### src/logic/chan_defines.svh
`ifndef CHAN_DEFINES_SVH
`define CHAN_DEFINES_SVH

////////////////////////////////////////////////////////////////////////////
// channel datapath sizes

// width of one channel word
`define CHAN_DATA_W      16

// number of fifo entries
`define CHAN_FIFO_DEPTH  8

// occupancy width, must hold 0 up to the full depth
`define CHAN_LEVEL_W     4

////////////////////////////////////////////////////////////////////////////
// configuration register map

`define CHAN_REG_CTRL    2'd0
`define CHAN_REG_WMARK   2'd1
`define CHAN_REG_COUNT   2'd2

`endif

### src/logic/chan_pkg.sv
`include "chan_defines.svh"

package chan_pkg;

  ////////////////////////////////////////////////////////////////////////////
  // datapath vectors

  // one word on the input, fifo or output channel
  typedef logic [`CHAN_DATA_W-1:0] chan_data_t;

  // fifo occupancy, also used for the watermark
  typedef logic [`CHAN_LEVEL_W-1:0] chan_level_t;

  ////////////////////////////////////////////////////////////////////////////
  // configuration port vectors

  typedef logic [1:0] cfg_addr_t;
  typedef logic [15:0] cfg_word_t;

  // output stage holds at most one word
  typedef enum logic {
    stage_empty,
    stage_full
  } out_state_t;

endpackage

### src/logic/chan_fifo.sv
`timescale 1ns/1ns

`include "chan_defines.svh"

module chan_fifo import chan_pkg::*; (
  input  logic        clk,
  input  logic        reset,

  // write side, valid/ack channel
  input  logic        in_v,
  input  chan_data_t  in_d,
  output logic        in_a,

  // read side, oldest word shown first
  output logic        fifo_v,
  output chan_data_t  fifo_d,
  input  logic        fifo_a,

  output chan_level_t fifo_level
);

  localparam int PTR_W = $clog2(`CHAN_FIFO_DEPTH);
  localparam logic [PTR_W-1:0] LAST_PTR = PTR_W'(`CHAN_FIFO_DEPTH - 1);
  localparam chan_level_t FULL_LEVEL = chan_level_t'(`CHAN_FIFO_DEPTH);

  chan_data_t mem [`CHAN_FIFO_DEPTH];

  logic [PTR_W-1:0] wr_ptr;
  logic [PTR_W-1:0] rd_ptr;
  chan_level_t      count;

  logic wr_en;
  logic rd_en;

  // pointer step with wrap at the last entry
  function automatic logic [PTR_W-1:0] next_ptr(input logic [PTR_W-1:0] ptr);
    if (ptr == LAST_PTR) begin
      return '0;
    end
    return ptr + 1'b1;
  endfunction

  ////////////////////////////////////////////////////////////////////////////
  // handshakes

  // ack only looks at the registered count, never at in_v
  assign in_a   = (count != FULL_LEVEL);
  assign fifo_v = (count != '0);
  assign fifo_d = mem[rd_ptr];

  assign wr_en = in_v && in_a;
  assign rd_en = fifo_v && fifo_a;

  assign fifo_level = count;

  ////////////////////////////////////////////////////////////////////////////
  // storage

  always_ff @(posedge clk) begin
    if (wr_en) begin
      mem[wr_ptr] <= in_d;
    end
  end

  always_ff @(posedge clk or posedge reset) begin
    if (reset) begin
      wr_ptr <= '0;
      rd_ptr <= '0;
    end else begin
      if (wr_en) begin
        wr_ptr <= next_ptr(wr_ptr);
      end
      if (rd_en) begin
        rd_ptr <= next_ptr(rd_ptr);
      end
    end
  end

  // write and read together leave the count alone
  always_ff @(posedge clk or posedge reset) begin
    if (reset) begin
      count <= '0;
    end else begin
      case ({wr_en, rd_en})
        2'b10:   count <= count + 1'b1;
        2'b01:   count <= count - 1'b1;
        default: count <= count;
      endcase
    end
  end

  ////////////////////////////////////////////////////////////////////////////
  // checks

  // write pointer runs ahead of the read pointer by exactly the occupancy
  a_ptr_level: assert property (
    @(posedge clk) disable iff (reset)
    (wr_ptr - rd_ptr) == PTR_W'(count)
  );

  // the stage must never take a word from an empty buffer, and a lone
  // read drops the level by one on the next cycle
  a_no_read_empty: assert property (
    @(posedge clk) disable iff (reset)
    (fifo_a && !wr_en && count != '0) |=> (count == $past(count) - 1'b1)
  );

endmodule

### src/logic/chan_out_stage.sv
`timescale 1ns/1ns

module chan_out_stage import chan_pkg::*; (
  input  logic       clk,
  input  logic       reset,

  // from the fifo read side
  input  logic       fifo_v,
  input  chan_data_t fifo_d,
  output logic       fifo_a,

  input  logic       pause,

  // output channel, driven from registers
  output logic       out_v,
  output chan_data_t out_d,
  input  logic       out_a
);

  out_state_t state;
  out_state_t state_nxt;
  chan_data_t data_q;

  logic load;

  // take a new word when empty, or when the held word leaves this cycle
  assign fifo_a = !pause && ((state == stage_empty) || out_a);
  assign load   = fifo_v && fifo_a;

  assign out_v = (state == stage_full);
  assign out_d = data_q;

  always_comb begin
    state_nxt = state;
    case (state)
      stage_empty: begin
        if (load) begin
          state_nxt = stage_full;
        end
      end
      stage_full: begin
        // drain and refill on the same edge keeps the stage full
        if (out_a && !load) begin
          state_nxt = stage_empty;
        end
      end
      default: state_nxt = stage_empty;
    endcase
  end

  always_ff @(posedge clk or posedge reset) begin
    if (reset) begin
      state <= stage_empty;
    end else begin
      state <= state_nxt;
    end
  end

  always_ff @(posedge clk) begin
    if (load) begin
      data_q <= fifo_d;
    end
  end

  // a stalled output word holds until the sink takes it
  a_out_stable: assert property (
    @(posedge clk) disable iff (reset)
    (out_v && !out_a) |=> (out_v && $stable(out_d))
  );

endmodule

### src/logic/chan_ctrl_regs.sv
`timescale 1ns/1ns

`include "chan_defines.svh"

module chan_ctrl_regs import chan_pkg::*; (
  input  logic        clk,
  input  logic        reset,

  // configuration port
  input  logic        cfg_wr,
  input  cfg_addr_t   cfg_addr,
  input  cfg_word_t   cfg_wdata,
  output cfg_word_t   cfg_rdata,

  // input channel, watched only
  input  logic        in_v,
  input  logic        in_a,

  input  chan_level_t fifo_level,

  output logic        pause,
  output logic        almost_full
);

  localparam chan_level_t DEPTH_LEVEL = chan_level_t'(`CHAN_FIFO_DEPTH);

  logic        pause_q;
  chan_level_t wmark_q;
  cfg_word_t   count_q;

  logic in_xfer;
  logic wr_ctrl;
  logic wr_wmark;
  logic wr_count;

  assign in_xfer  = in_v && in_a;
  assign wr_ctrl  = cfg_wr && (cfg_addr == `CHAN_REG_CTRL);
  assign wr_wmark = cfg_wr && (cfg_addr == `CHAN_REG_WMARK);
  assign wr_count = cfg_wr && (cfg_addr == `CHAN_REG_COUNT);

  ////////////////////////////////////////////////////////////////////////////
  // registers

  always_ff @(posedge clk or posedge reset) begin
    if (reset) begin
      pause_q <= 1'b0;
      wmark_q <= DEPTH_LEVEL;
    end else begin
      if (wr_ctrl) begin
        pause_q <= cfg_wdata[0];
      end
      if (wr_wmark) begin
        wmark_q <= cfg_wdata[`CHAN_LEVEL_W-1:0];
      end
    end
  end

  // clear wins over the count, but a transfer in the same cycle still counts
  always_ff @(posedge clk or posedge reset) begin
    if (reset) begin
      count_q <= '0;
    end else if (wr_count) begin
      count_q <= in_xfer ? cfg_word_t'(1) : '0;
    end else if (in_xfer) begin
      count_q <= count_q + 1'b1;
    end
  end

  ////////////////////////////////////////////////////////////////////////////
  // read decode and flags

  always_comb begin
    case (cfg_addr)
      `CHAN_REG_CTRL:  cfg_rdata = {15'b0, pause_q};
      `CHAN_REG_WMARK: cfg_rdata = {{(16 - `CHAN_LEVEL_W){1'b0}}, wmark_q};
      `CHAN_REG_COUNT: cfg_rdata = count_q;
      default:         cfg_rdata = '0;
    endcase
  end

  assign pause       = pause_q;
  assign almost_full = (fifo_level >= wmark_q);

  // software must not program a watermark above the buffer depth
  a_wmark_range: assert property (
    @(posedge clk) disable iff (reset)
    wr_wmark |-> (cfg_wdata <= cfg_word_t'(`CHAN_FIFO_DEPTH))
  );

endmodule

### src/logic/chan_buffer_top.sv
`timescale 1ns/1ns

module chan_buffer_top import chan_pkg::*; (
  input  logic        clk,
  input  logic        reset,

  // input channel
  input  logic        in_v,
  input  chan_data_t  in_d,
  output logic        in_a,

  // output channel
  output logic        out_v,
  output chan_data_t  out_d,
  input  logic        out_a,

  // configuration port
  input  logic        cfg_wr,
  input  cfg_addr_t   cfg_addr,
  input  cfg_word_t   cfg_wdata,
  output cfg_word_t   cfg_rdata,

  output logic        almost_full,
  output chan_level_t fifo_level
);

  // fifo to stage link
  logic       fifo_v;
  chan_data_t fifo_d;
  logic       fifo_a;

  logic pause;

  chan_fifo i_chan_fifo (
    .clk        (clk),
    .reset      (reset),
    .in_v       (in_v),
    .in_d       (in_d),
    .in_a       (in_a),
    .fifo_v     (fifo_v),
    .fifo_d     (fifo_d),
    .fifo_a     (fifo_a),
    .fifo_level (fifo_level)
  );

  chan_out_stage i_chan_out_stage (
    .clk    (clk),
    .reset  (reset),
    .fifo_v (fifo_v),
    .fifo_d (fifo_d),
    .fifo_a (fifo_a),
    .pause  (pause),
    .out_v  (out_v),
    .out_d  (out_d),
    .out_a  (out_a)
  );

  // register block counts accepted input words beside the datapath
  chan_ctrl_regs i_chan_ctrl_regs (
    .clk         (clk),
    .reset       (reset),
    .cfg_wr      (cfg_wr),
    .cfg_addr    (cfg_addr),
    .cfg_wdata   (cfg_wdata),
    .cfg_rdata   (cfg_rdata),
    .in_v        (in_v),
    .in_a        (in_a),
    .fifo_level  (fifo_level),
    .pause       (pause),
    .almost_full (almost_full)
  );

endmodule

### config.mk
export PLATFORM = sky130hd
export DESIGN_NAME = chan_buffer_top
export DESIGN_NICKNAME = d
export VERILOG_FILES = /design/src/logic/chan_pkg.sv /design/src/logic/chan_fifo.sv /design/src/logic/chan_out_stage.sv /design/src/logic/chan_ctrl_regs.sv /design/src/logic/chan_buffer_top.sv
export VERILOG_INCLUDE_DIRS = /design/src /design/src/logic
export SDC_FILE = /design/constraint.sdc
export NUM_CORES = 1
export LEC_CHECK = 0
export CORE_ASPECT_RATIO = 1.4
export CORE_UTILIZATION = 30
export CTS_CLUSTER_DIAMETER = 50
export CTS_CLUSTER_SIZE = 14
export DETAILED_ROUTE_END_ITERATION = 7
export DONT_BUFFER_PORTS = 1
export RECOVER_POWER = 100
export SYNTH_ARGS = -nofsm -noshare
export SYNTH_HDL_FRONTEND = slang
export SYNTH_SLANG_ARGS = --single-unit
### constraint.sdc
create_clock -name clk -period 5.05 [get_ports clk]
set_input_delay 1.2625 -clock clk [delete_from_list [all_inputs] [get_ports clk]]
set_output_delay 1.2625 -clock clk [all_outputs]
set_load 0.02 [all_outputs]
=== Word level (Yosys, flattened, before mapping) ===
Memory sizes are Yosys's and may differ from the RTL's. A register that Yosys moved wholly into a read port is not among the register bits.
Index checks and enable logic that the tools add are counted.

* Memories kept: 1
* Register bits after elaboration: 32
* Bits in writable memories: 128
* Output and inout port bits: 39
* Bits of input ports: 39
* Logic and storage cells: 54

* Reduce and logical (&&, ||, !) cells: 14
* Muxes and demuxes: 18
* Equality and inequality tests: 7
* Magnitude comparators: 1
* Add/sub/neg operators: 5
* Bitwise logic cells: 1

{| class="wikitable"
|+ Memories
! memory !! depth !! bits a word !! rd ports !! clocked after Yosys merged registers in !! wr ports !! line !! text
|-
| i_chan_fifo.mem || 8 || 16 || 1 || 1 || 1 || chan_fifo.sv:26 || <nowiki>chan_data_t mem [`CHAN_FIFO_DEPTH];</nowiki>
|}

{| class="wikitable"
|+ Operators by type and width
! kind !! number
|-
| case mux 16 bit (3 select lines) || 1
|-
| 2-to-1 mux 16 bit || 2
|-
| adder 16 x 1 -> 16 bit, second input constant || 1
|-
| 2-to-1 mux 3 bit || 4
|-
| 2-to-1 mux 1 bit || 9
|-
| case mux 4 bit (2 select lines) || 1
|-
| logical AND 1 bit || 7
|-
| adder 3 x 1 -> 3 bit, second input constant || 2
|-
| == test 3 bit, second input constant || 2
|-
| adder 4 x 1 -> 4 bit, second input constant || 1
|-
| == test 2 x 1 -> 1 bit, second input constant || 2
|-
| == test 2 bit, second input constant || 2
|-
| >= comparator 4 bit || 1
|-
| inequality test 4 bit, second input constant || 1
|-
| nonzero test 2 bit || 2
|-
| nonzero test 4 bit || 1
|-
| subtractor 4 x 1 -> 4 bit, second input constant || 1
|-
| logical NOT 1 bit || 2
|-
| logical NOT 2 bit || 1
|-
| case mux 1 bit (2 select lines) || 1
|-
| logical OR 1 bit || 1
|-
| inverter 1 bit || 1
|}

=== Logic depth before layout (Yosys ltp) ===
* Depth after elaboration: 8
* Depth in mapped cells: 12
* Depth with buffers taken out: 10

=== Modules after synthesis ===
From an unflattened synthesis, not the netlist that was laid out.

* Cell total of the unflattened synthesis: 405
* Area, all modules: 7,409.6 µm²

{| class="wikitable"
|+ By module, submodules not included
! module !! instances !! area an instance (µm²) !! cells an instance !! sequential area each (µm²)
|-
| chan_fifo || 1 || 5,627.9 || 254 || 4,093.9
|-
| chan_ctrl_regs || 1 || 1,238.7 || 128 || 526.8
|-
| chan_out_stage || 1 || 543.0 || 23 || 505.5
|}

=== Worst setup path before layout ===
No wires, ideal clock.

* Kind: input port to flip-flop
* Start point: input port in_v
* End point: memory i_chan_fifo.mem[0][0] (netlist name), enable pin
* Data required time: 4,620 ps
* Stages: 3
* Library setup time: 430 ps
* Data arrival time: 3,017 ps
* Path buffers: 1
* Path slack: 1,603 ps
* Cells stage by stage: nand2_2 buf_6 nor4_1

* Cells in the longest elaborated chain, start to end: 3

{| class="wikitable"
|+ RTL lines
! item !! line !! text
|-
| from (decl) || chan_buffer_top.sv:8 || <nowiki>input logic in_v,</nowiki>
|-
| logical AND 1 bit || chan_fifo.sv:51 || <nowiki>assign wr_en = in_v && in_a;</nowiki>
|-
| 2-to-1 mux 1 bit || chan_fifo.sv:60 || <nowiki>if (wr_en) begin</nowiki>
|-
| 2-to-1 mux 1 bit (implied by the code) || chan_fifo.sv:61 || <nowiki>mem[wr_ptr] <= in_d;</nowiki>
|-
| to (decl) || chan_fifo.sv:26 ||
|}

Every way passes these cells.

=== Worst setup path in the final report ===
* Start point: register i_chan_fifo.count[1] (netlist: i_chan_fifo.fifo_level[1])
* End point: register i_chan_fifo.count[2] (netlist: i_chan_fifo.fifo_level[2])

* Cells in the longest elaborated chain, start to end: 4
* Elaborated cells on any way between the ends: 10
* Those cells by class: add/sub (2); eq/ne (3); mux (1); reduce/logical (4)

{| class="wikitable"
|+ RTL lines
! item !! line !! text
|-
| from (decl) || chan_fifo.sv:30 || <nowiki>chan_level_t count;</nowiki>
|-
| from (signal assigned) || chan_fifo.sv:85 || <nowiki>2'b10: count <= count + 1'b1;</nowiki>
|-
| from (signal assigned) || chan_fifo.sv:86 || <nowiki>2'b01: count <= count - 1'b1;</nowiki>
|-
| from (signal assigned) || chan_fifo.sv:87 || <nowiki>default: count <= count;</nowiki>
|-
| inequality test 4 bit (*) || chan_fifo.sv:47 || <nowiki>assign in_a = (count != FULL_LEVEL);</nowiki>
|-
| net in_a || chan_buffer_top.sv:10 || <nowiki>output logic in_a,</nowiki>
|-
| logical AND 1 bit (*) || chan_fifo.sv:51 ||
|-
| == test 2 x 1 -> 1 bit / == test 2 bit (equally long branches) || chan_fifo.sv:84 || <nowiki>case ({wr_en, rd_en})</nowiki>
|-
| case mux 4 bit (2 select lines) / nonzero test 2 bit (equally long branches) || n/a ||
|}

Mark *: on every way through the listed nets, which the timed path passes. The rest lies on a longest branch.
A chain may end at the register's enable or synchronous reset.

==> flow_summary_export.csv <==
group,metric,value,unit
outcome,status,"finished, violations left",
outcome,violations,"capacitance limit, slew limit",
synthesis,ys_seq_elements,176,
clock_tree,post-cts-setup-buffers,0,
setup_path,regToRegSetupSlack,1.38,ns
synthesis,synth_largest_area_cell,"edfxtp_1",
sta,slew_viol_final,85,
finish,drive_above_1_share,22.0,%
route,drt-total-wl,13.7,mm
clock_tree,cts.clk_slew.worst_paths,0.07,ns
finish,area_delta_synth_final,12.5,%
synthesis,yosysWarningCount,0,
route,num_vias,3485,
clock_tree,clk_path_buf_depth,2,
synthesis,synth-edff-count,144,
clock_tree,clk_latency,0.42,ns
synthesis,synth_cell_types,44,
pwr,combPwrFrac,20.8,%
pwr,peakVddDrop,0.297,mV
synthesis,avgSynthCellArea,18.3,um2
route,drt-initial-drc-count,258,
die,core,23500,um2
pwr,switchingPower,1370,uW
pwr,p_sw_share,30.0,%
route,drt-wirelength-per-cell,18.9,um
placed_design,gp_congestion,0.779,
pwr,p_clk_share,28.4,%
synthesis,synth_area_leaders,"edfxtp_1 (60%), dfrtp_1 (11%), mux4_2 (10%)",
die,die_x,133,um
setup_path,worstSetupEndpointType,"flip-flop",
setup_path,reg2reg_depth,10,
sta,finalSetupTns,0,ns
sta,hold_viol_final,0,
grt,antenna_found_initial,0,
synthesis,synth_cells,395,
placed_design,dp_slack,1.52,ns
sta,min_period,3.67,ns
setup_path,crit_required,5.34,ns
synthesis,yosysSeqAreaShare,70.9,%
sta,rsz0062_at_grt,"false",
clock_tree,htree_levels,4,
synthesis,ys_async_sr_fraction,18.2,%
route,ant_nets,0,
synthesis,yosysTopAreaCellShare,59.8,%
setup_path,start_kind,"flip-flop",
route,drtPass1Iterations,4,
placed_design,portBuffers,0,
die,io_pins,78,
synthesis,ys.flop_type,"edfxtp_1",
grt,grt_use_total,12.1,%
pwr,p_int,3190,uW
pwr,leakage,0.00276,uW
die,initial_core_util,30.8,%
setup_path,worstReg2RegStart,"i_chan_fifo.fifo_level[1]",
grt,overflow,0,
sta,tightest_slew,1.78,ns
grt,grt_max_degree,35,
setup_path,r2r-end,"i_chan_fifo.fifo_level[2]",
sta,fmax,0.272,GHz
setup_path,critPathKind,"reg2reg",
clock_tree,cts_tree,"built",
route,drc,0,
clock_tree,cts_hold_buf,0,
grt,grt_pass1_wl,21.8,mm
finish,utilization,34.7,%
clock_tree,cts_root_buf,"clkbuf_16",
clock_tree,cts_sinks,176,
setup_path,critPathArrivalTime,3.96,ns
die,dieArea,24700,um2
sta,setup_viol,0,
synthesis,synth_fp_nets,446,
sta,post-route-period-util,72.7,%
clock_tree,cts-buffers-inserted,17,
pwr,power_density,560,nW/um2
flow_run,drv_cap,3,
clock_tree,post_cts_resized,0,
grt,first_global_vias,3883,
route,via_per_inst,4.79,
setup_path,critPathMaxFanout,12,
finish,layout_common_cells,"edfxtp_1 (144), mux4_2 (32), dfrtp_1 (30)",
finish,layout_commonest_cell,"edfxtp_1",
sta,clock_skew,0.00798,ns
setup_path,cp-startpoint,"i_chan_fifo.fifo_level[1]",
sta,slew_headroom,-18.7,%
die,die_h,186,um
setup_path,endpoint,"i_chan_fifo.fifo_level[2]",
sta,setup_slack,1.38,ns
placed_design,post-dp-hpwl,8.42,mm
min_path,hold_path_depth,2,
finish,nNetsFinal,460,
min_path,hold_path.class,"reg2reg",
pwr,pwr-share-seq,50.8,%
die,num_rows,66,
synthesis,syn_area,7230,um2
finish,antenna_cells,0,
-- metrics by stage --
stage                     total power [uW]  std cells  cell area [um2]  hold slack [ns]
after global routing                  4790        728             8130            0.597
after detailed placement              3360        696             7620            0.556
after CTS                             4660        728             8210            0.572
after floorplan                       3070        395             7230            0.502
final                                 4550        728             8130            0.557
after global placement                3300        696             7620            0.548
-- power by group through the flow --
stage	Clock, uW	Combinational, uW	Sequential, uW
3_5_place_dp	0	988	2370
4_1_cts	1330	993	2340
6_report	1290	949	2310
5_1_grt	1380	1050	2360
3_3_place_gp	0	955	2350
2_1_floorplan	0	910	2160
-- area by class of cell --
cell class | instances | area (um2)
fill | 2237 | 15300
sequential | 176 | 5130
multi-input combinational | 198 | 1970
clock buffer | 17 | 425
tap | 306 | 383
clock inverter | 15 | 163
timing repair buffer | 10 | 41.3
inverter | 6 | 25.0
-- registers in the layout, summed over array words and instances (netlist names) --
signal and cells:
i_chan_fifo.mem 128, i_chan_ctrl_regs.count_q 16, i_chan_out_stage.out_d 16, i_chan_ctrl_regs.wmark_q 4, i_chan_fifo.fifo_level 4, i_chan_fifo.rd_ptr 3, i_chan_fifo.wr_ptr 3, i_chan_ctrl_regs.pause 1
i_chan_out_stage.out_v 1
-- layer usage --
layer / global-route usage (%) / part of all wire [%]
met5: 0 / 0
met4: 4.68 / 1.6
met3: 3.65 / 5.6
met2: 21.7 / 54
met1: 13.3 / 39
-- worst min-delay path by stage --
stage / startpoint / end
2_1_floorplan: i_chan_ctrl_regs.wmark_q[1] / i_chan_ctrl_regs.wmark_q[1]
3_3_place_gp: i_chan_ctrl_regs.count_q[15] / i_chan_ctrl_regs.count_q[15]
3_5_place_dp: i_chan_ctrl_regs.count_q[15] / i_chan_ctrl_regs.count_q[15]
4_1_cts: i_chan_ctrl_regs.count_q[15] / i_chan_ctrl_regs.count_q[15]
5_1_grt: i_chan_ctrl_regs.wmark_q[2] / i_chan_ctrl_regs.wmark_q[2]
6_report: i_chan_ctrl_regs.count_q[15] / i_chan_ctrl_regs.count_q[15]
-- worst max-delay path, cell delays in order (launching register included) --
cell and delay (ns):
dfrtp_1 0.56, nor4b_1 1.19, inv_4 0.21, nand2_1 0.45, ha_1 0.34, xor2_1 0.10
ha_1 0.20, a21oi_1 0.14, xor2_1 0.16, nor2_1 0.06, xor2_1 0.14
-- cell usage after synthesis, drive strengths merged (3+ instances only) --
cell type / number
a21o: 4
a21oi: 6
a22o: 3
and2: 13
and3: 4
buf: 13
dfrtp: 31
edfxtp: 144
ha: 12
inv: 6
mux2: 27
mux2i: 3
mux4: 32
nand2: 13
nand2b: 6
nand3: 7
nand3b: 3
nand4: 4
nor2: 16
nor2b: 3
nor3: 7
o21ai: 5
or3: 3
xnor2: 5
xor2: 8
-- cells by family (layout without fill, tap and decap cells) --
kind of cell | count (synthesis) | after routing | share of synthesized area, %
multiplexers | 62 | 62 | 14.6
AND/OR/NAND/NOR | 88 | 88 | 6.94
buffers and inverters | 21 | 48 | 1.80
adder cells (fa/ha/maj) | 12 | 12 | 2.08
XOR/XNOR | 13 | 13 | 1.57
AO/OA/AOI/OAI | 23 | 23 | 2.13
flip-flops | 176 | 176 | 70.9
Note: power is estimated with default switching activity, not from simulation.
